File: config.mk
export PLATFORM = sky130hd
export DESIGN_NAME = frontend_top
export DESIGN_NICKNAME = d
export VERILOG_FILES = /design/src/fe_pkg.sv /design/src/fill_router.sv /design/src/thread_queue.sv /design/src/issue_select.sv /design/src/frontend_top.sv
export VERILOG_INCLUDE_DIRS = /design/src /design/src/src
export SDC_FILE = /design/constraint.sdc
export NUM_CORES = 1
export LEC_CHECK = 0
export BUFFER_PORTS_ARGS = -buffer_cell sky130_fd_sc_hd__buf_4
export CAP_MARGIN = 10
export CORE_UTILIZATION = 55
export DETAILED_ROUTE_END_ITERATION = 8
export PLACE_DENSITY = 0.87
export SLEW_MARGIN = 30
export SYNTH_ARGS = -nofsm -noshare
export SYNTH_HDL_FRONTEND = slang
export SYNTH_SLANG_ARGS = --single-unit
File: constraint.sdc
create_clock -name clk -period 2.5 [get_ports clk]
set_input_delay 0.5 -clock clk [delete_from_list [all_inputs] [get_ports clk]]
set_output_delay 0.5 -clock clk [all_outputs]
set_load 0.01 [all_outputs]
File: src/fe_consts.svh
`ifndef FE_CONSTS_SVH
`define FE_CONSTS_SVH

// hardware threads sharing the decoder
`define FE_THREADS 2

// per-thread instruction queue
`define FE_QDEPTH 8
`define FE_QPTR_W 3

// instruction fields
`define FE_REG_W 6
`define FE_OP_W 4

`endif

File: src/fe_pkg.sv
`include "fe_consts.svh"

package fe_pkg;

  // codes 10..15 are unassigned and decode as nop
  typedef enum logic [`FE_OP_W-1:0] {
    op_nop   = 4'd0,
    op_add   = 4'd1,
    op_sub   = 4'd2,
    op_and   = 4'd3,
    op_or    = 4'd4,
    op_shl   = 4'd5,
    op_mul   = 4'd6,
    op_load  = 4'd7,
    op_store = 4'd8,
    op_jump  = 4'd9
  } op_e;

  // execution port class
  typedef enum logic [1:0] {
    port_alu  = 2'd0,
    port_mul  = 2'd1,
    port_mem  = 2'd2,
    port_jump = 2'd3
  } port_e;

  typedef struct packed {
    op_e                 opcode;
    logic [`FE_REG_W-1:0] rt;
    logic [`FE_REG_W-1:0] ra;
    logic [`FE_REG_W-1:0] rb;
  } instr_t;

  // fill from the fetch side, tagged with its thread
  typedef struct packed {
    logic   thread;
    instr_t instr;
  } fill_t;

  typedef struct packed {
    logic                 thread;
    op_e                  op;
    port_e                port;
    logic [`FE_REG_W-1:0] rt;
    logic                 rt_use;
    logic [`FE_REG_W-1:0] ra;
    logic [`FE_REG_W-1:0] rb;
  } issue_t;

endpackage

File: src/fill_router.sv
`timescale 1ns/1ps
`include "fe_consts.svh"

module fill_router import fe_pkg::*; (
  input  logic                   clk,
  input  logic                   rst,
  input  logic                   fill_en,
  input  fill_t                  fill,
  input  logic                   except,
  input  logic                   except_thread,
  output logic [`FE_THREADS-1:0] wr_en,
  output instr_t                 wr_data
);

  logic keep;

  // a fill racing an exception on its own thread is dead already
  assign keep = fill_en && !(except && (except_thread == fill.thread));

  always_ff @(posedge clk) begin
    if (rst) begin
      wr_en <= '0;
    end else begin
      wr_en <= '0;
      if (keep) begin
        wr_en[fill.thread] <= 1'b1;
      end
    end
  end

  always_ff @(posedge clk) begin
    wr_data <= fill.instr;
  end

endmodule

File: src/thread_queue.sv
`timescale 1ns/1ps
`include "fe_consts.svh"

module thread_queue import fe_pkg::*; (
  input  logic   clk,
  input  logic   rst,
  input  logic   wr_en,
  input  instr_t wr_data,
  input  logic   pop,
  input  logic   flush,
  output instr_t head,
  output logic   not_empty,
  output logic   full
);

  instr_t               mem [`FE_QDEPTH];
  logic [`FE_QPTR_W-1:0] rd_ptr;
  logic [`FE_QPTR_W-1:0] wr_ptr;
  logic [`FE_QPTR_W:0]   count;
  logic                  do_wr;
  logic                  do_pop;

  assign do_wr  = wr_en;
  assign do_pop = pop && not_empty;

  assign head      = mem[rd_ptr];
  assign not_empty = (count != '0);
  assign full      = (count == `FE_QDEPTH);

  always_ff @(posedge clk) begin
    if (do_wr) begin
      mem[wr_ptr] <= wr_data;
    end
  end

  // flush wins over a write or pop in the same cycle
  always_ff @(posedge clk) begin
    if (rst || flush) begin
      rd_ptr <= '0;
      wr_ptr <= '0;
      count  <= '0;
    end else begin
      if (do_wr) begin
        wr_ptr <= wr_ptr + 1'b1;
      end
      if (do_pop) begin
        rd_ptr <= rd_ptr + 1'b1;
      end
      case ({do_wr, do_pop})
        2'b10:   count <= count + 1'b1;
        2'b01:   count <= count - 1'b1;
        default: count <= count;
      endcase
    end
  end

endmodule

File: src/issue_select.sv
`timescale 1ns/1ps
`include "fe_consts.svh"

module issue_select import fe_pkg::*; (
  input  logic                           clk,
  input  logic                           rst,
  input  logic                           stall,
  input  logic                           except,
  input  logic                           except_thread,
  input  instr_t [`FE_THREADS-1:0]       head,
  input  logic [`FE_THREADS-1:0]         not_empty,
  output logic [`FE_THREADS-1:0]         pop,
  output logic                           issue_en,
  output issue_t                         issue
);

  logic sel;
  logic sel_hit;

  function automatic issue_t decode(input instr_t w, input logic t);
    issue_t r;
    r.thread = t;
    r.rt     = w.rt;
    r.ra     = w.ra;
    r.rb     = w.rb;
    r.op     = w.opcode;
    r.port   = port_alu;
    r.rt_use = 1'b1;
    case (w.opcode)
      op_add, op_sub, op_and, op_or, op_shl: begin
        r.port = port_alu;
      end
      op_mul: begin
        r.port = port_mul;
      end
      op_load: begin
        r.port = port_mem;
      end
      op_store: begin
        r.port   = port_mem;
        r.rt_use = 1'b0;
      end
      op_jump: begin
        r.port   = port_jump;
        r.rt_use = 1'b0;
      end
      default: begin
        // unassigned codes fall back to nop
        r.op     = op_nop;
        r.rt_use = 1'b0;
      end
    endcase
    return r;
  endfunction

  // selected thread loses its slot while it is being flushed
  assign sel_hit = !stall && not_empty[sel] && !(except && (except_thread == sel));

  always_comb begin
    pop      = '0;
    pop[sel] = sel_hit;
  end

  // prefer the only thread with work, steer off an excepting one, else alternate
  always_ff @(posedge clk) begin
    if (rst) begin
      sel <= 1'b0;
    end else if (!stall) begin
      if (not_empty[0] && (!not_empty[1] || (except && except_thread))) begin
        sel <= 1'b0;
      end else if (not_empty[1] && (!not_empty[0] || (except && !except_thread))) begin
        sel <= 1'b1;
      end else begin
        sel <= !sel;
      end
    end
  end

  always_ff @(posedge clk) begin
    if (rst) begin
      issue_en <= 1'b0;
    end else begin
      issue_en <= |pop;
    end
  end

  always_ff @(posedge clk) begin
    issue <= decode(head[sel], sel);
  end

endmodule

File: src/frontend_top.sv
`timescale 1ns/1ps
`include "fe_consts.svh"

module frontend_top import fe_pkg::*; (
  input  logic                   clk,
  input  logic                   rst,
  input  logic                   fill_en,
  input  fill_t                  fill,
  input  logic                   stall,
  input  logic                   except,
  input  logic                   except_thread,
  output logic                   issue_en,
  output issue_t                 issue,
  output logic [`FE_THREADS-1:0] full
);

  logic [`FE_THREADS-1:0]   wr_en;
  instr_t                   wr_data;
  instr_t [`FE_THREADS-1:0] head;
  logic [`FE_THREADS-1:0]   not_empty;
  logic [`FE_THREADS-1:0]   pop;
  logic [`FE_THREADS-1:0]   flush;

  fill_router i_fill_router (
    .clk           (clk),
    .rst           (rst),
    .fill_en       (fill_en),
    .fill          (fill),
    .except        (except),
    .except_thread (except_thread),
    .wr_en         (wr_en),
    .wr_data       (wr_data)
  );

  for (genvar i = 0; i < `FE_THREADS; i++) begin : g_thread
    assign flush[i] = except && (except_thread == 1'(i));

    thread_queue i_thread_queue (
      .clk       (clk),
      .rst       (rst),
      .wr_en     (wr_en[i]),
      .wr_data   (wr_data),
      .pop       (pop[i]),
      .flush     (flush[i]),
      .head      (head[i]),
      .not_empty (not_empty[i]),
      .full      (full[i])
    );
  end

  issue_select i_issue_select (
    .clk           (clk),
    .rst           (rst),
    .stall         (stall),
    .except        (except),
    .except_thread (except_thread),
    .head          (head),
    .not_empty     (not_empty),
    .pop           (pop),
    .issue_en      (issue_en),
    .issue         (issue)
  );

endmodule

==> impl_results.md <==
- Std-Cell Rows: 61
- Setup TNS Final: 0 ns
- Most instantiated cells after synthesis: edfxtp_1, mux4_2, dfxtp_1
- Netlist cell types: 35
- Number of filler cells placed in the layout: 1766
- Initial DRC Count: 885
- Max frequency: 413.8 MHz
- Sum of net half-perimeters after detailed placement: 17870 um
- Deepest level of the CTS H-tree: 2
- Top FF cell, synth: edfxtp_1
- Skew final: 0.01416 ns
- Area Overhead vs Synth: 15.23%
- Slew Viols, Final: 0
- Most frequent cell after synthesis: edfxtp_1
- Final Setup Violations: 0
- Number of hold buffers added after cts: 0
- Register Area: 12140 um2
- Unrepaired setup endpoints after global routing: true
- Leakage power: 0.005828 uW
- Worst slew margin relative to its limit: 58.91%
- Antenna Cells: 0
- Ranking of synthesized cells by area: edfxtp_1, mux4_2, dfxtp_1, mux2i_1, a21oi_1
- Global-route wire length before repair: 50480 um
- Synthesized netlist cell count: 782
- Detailed-route via count: 7952
- GRT Resource Usage Total: 24.05%
- Number of remaining DRC errors: 0
- Final net count: 922
- Vertical extent of the die: 171.7 um
- Seq/Total Area, Yosys: 76.61%
- Overall power of the completed layout: 14200 uW
- Fin crit share: 96.67%
- Initial cell density of the core: 56.38%
- Routed wire length: 33960 um
- Vias per Instance: 6.160
- Worst ir drop on vdd: 0.4989 mV
- Clock transition at the register clock pins on the worst setup and hold paths after CTS: 0.06 ns
- Worst-skew pair later-pin latency: 0.52 ns
- Top-level port count: 58
- Port-buffer cells: 57
- Instance count after placement with tap cells included: 1216
- Number of flops mapped to enable cells by yosys: 352
- Layout cell share with drive strength beyond 1: 29.46%
- Slew at the pin closest to its max-slew limit: 0.6164 ns
- YS warnings: 0
- Initial antenna violation count: 0
- Die ar.: 29480 um2
- Std-Cell Core Area: 28090 um2
- CP Data Arrival Time: 2.87 ns
- CP required: 2.95 ns
- Outcome: complete, no violations
- Horizontal die dimension: 171.7 um
- Via count of the first global-routing pass: 8234
- Crit path setup slack, layout: 0.08317 ns
- Share of flip-flops with an asynchronous set or reset after synthesis: 0%
- Average cell area after synthesis: 20.25 um2
- Final Hold Slack: 0.07551 ns
- Min cycle time layout: 2.417 ns
- Area used by multi-input combinational logic: 3611 um2
- Count of placed standard cells in the final layout, fillers left out: 1291
- GPL Wtd Cong: 0.7605
- Cell type with the largest total area after synthesis: edfxtp_1
- Worst Setup Slack post-DPL: -0.1277 ns
- TritonCTS clock tree: yes
- Remaining number of nets flagged by the antenna check after routing: 0
- Seq cells post-synth: 430
- Reported max-cap violation count: 0
- Cell area after synthesis: 15840 um2
- Crit Path Max Fanout: 5
- Pwr dens: 778.3 nW/um2
- Element type at the critical path start: flip-flop
- Maximum number of pins on one net before global-route repair: 42
- Worst Setup Path Type: reg2reg
- Buffer type at the clock tree root: clkbuf_16
- Syn nets: 821
- Final hold violation count: 0
- Router iterations before antenna repair: 5
- Classification of the worst-slack hold path: in2reg
- WL per Instance: 26.30 um
- Clk sinks: 430
- Type of element capturing the critical path: flip-flop
- Area fraction of the dominant cell type after synthesis: 66.75%
- Inserted Clock Buffers: 41
- Clk buf depth: 3
- Remaining global-route overflow: 0
==> power by group <==
part,internal (uW),switching [uW],leakage [uW]
clock network,3400,2480,0.000602
registers,7830,118,0.00382
logic,176,201,0.00141
total,11400,2800,0.00583
==> flip-flops by register name, summed over array words and instances (netlist names), named ones only <==
signal	count
i_fill_router.wr_en	2
g_thread.i_thread_queue.rd_ptr	6
g_thread.i_thread_queue.wr_ptr	6
g_thread.i_thread_queue.mem	352
g_thread.i_thread_queue.count	8
i_issue_select.sel	1
i_issue_select.issue_en	1
i_issue_select.issue	26
i_fill_router.wr_data	22
==> stage by stage <==
stage / util, % / cell area (um2)
2_1_floorplan: - / 15860
3_3_place_gp: 60.29 / 16930
3_5_place_dp: 60.29 / 16930
4_1_cts: 64.85 / 18210
5_1_grt: 64.97 / 18250
6_report: 64.97 / 18250
==> per-layer routing <==
metal | part of all wire, % | GRT usage (%)
met5 | 0 | 0
met4 | 3.9 | 11.06
met3 | 7.4 | 4.004
met2 | 52 | 41.03
met1 | 37 | 30.31
==> final cells by class <==
cell class / count / area share [%]
Inverter: 3 / 0.06171
Clock inverter: 16 / 0.8433
Timing Repair Buffer: 97 / 4.128
Clock buffer: 57 / 6.061
Multi-Input combinational cell: 310 / 19.79
Tap cell: 378 / 2.592
Sequential cell: 430 / 66.53
==> final timing paths <==
kind / startpoint / end / slack, ns / cells past startpoint
max reg2reg: g_thread[1].i_thread_queue.count[1]$_SDFFE_PP0P_ / g_thread[1].i_thread_queue.count[2]$_SDFFE_PP0P_ / 0.08 / 9
min: fill[18] / i_fill_router.wr_data[18]$_DFF_P_ / 0.08 / 1
max: g_thread[1].i_thread_queue.count[1]$_SDFFE_PP0P_ / g_thread[1].i_thread_queue.count[2]$_SDFFE_PP0P_ / 0.08 / 9
min reg2reg: i_issue_select.sel$_SDFFE_PP0N_ / i_issue_select.issue[25]$_DFF_P_ / 0.44 / 0
==> logic make-up after synthesis <==
kind of cell,Yosys count,share of synthesized area (%)
AOI/OAI and AO/OA,61,2.252
adders and majority gates,10,0.7901
xor gates and xnor gates,14,0.7742
buffers and inverters,42,1.311
muxes,124,14.84
DFF,430,76.61
and+or+nand+nor,101,3.429
==> cell usage in the layout, fill, tap and decap left out, drive strengths merged <==
cell type	n
nor3	7
nor2	34
nor4bb	4
clkbuf	57
or3	5
mux2	3
and4b	1
nor4b	3
nor4	3
buf	97
mux4	88
xor2	10
mux2i	33
edfxtp	352
o21ai	9
bufinv	3
inv	3
a31oi	1
ha	10
clkinvlp	3
nand2b	7
or4	1
o21a	2
nor2b	19
a21oi	31
a211oi	18
nand3	2
nand2	13
xnor2	4
or2	1
dfxtp	78
and4bb	1
clkinv	10
==> worst max-delay path, stage by stage (launching register included) <==
cell      delay (ns)
dfxtp_1         0.34
nor4_4          0.34
and4bb_4        0.31
ha_2            0.23
xor2_1          0.16
ha_1            0.21
a21oi_1         0.19
xor2_1          0.11
or3_1           0.32
a21oi_1         0.14
==> what timing repair did <==
action / 4_1_cts / 5_1_grt
setup endpoints to repair: 3 / 4
buffers inserted: 0 / 2
pin swaps: 0 / 2
resized for setup: 4 / 4
gates cloned: 0 / 0
Power figures use the tool's default switching activity.
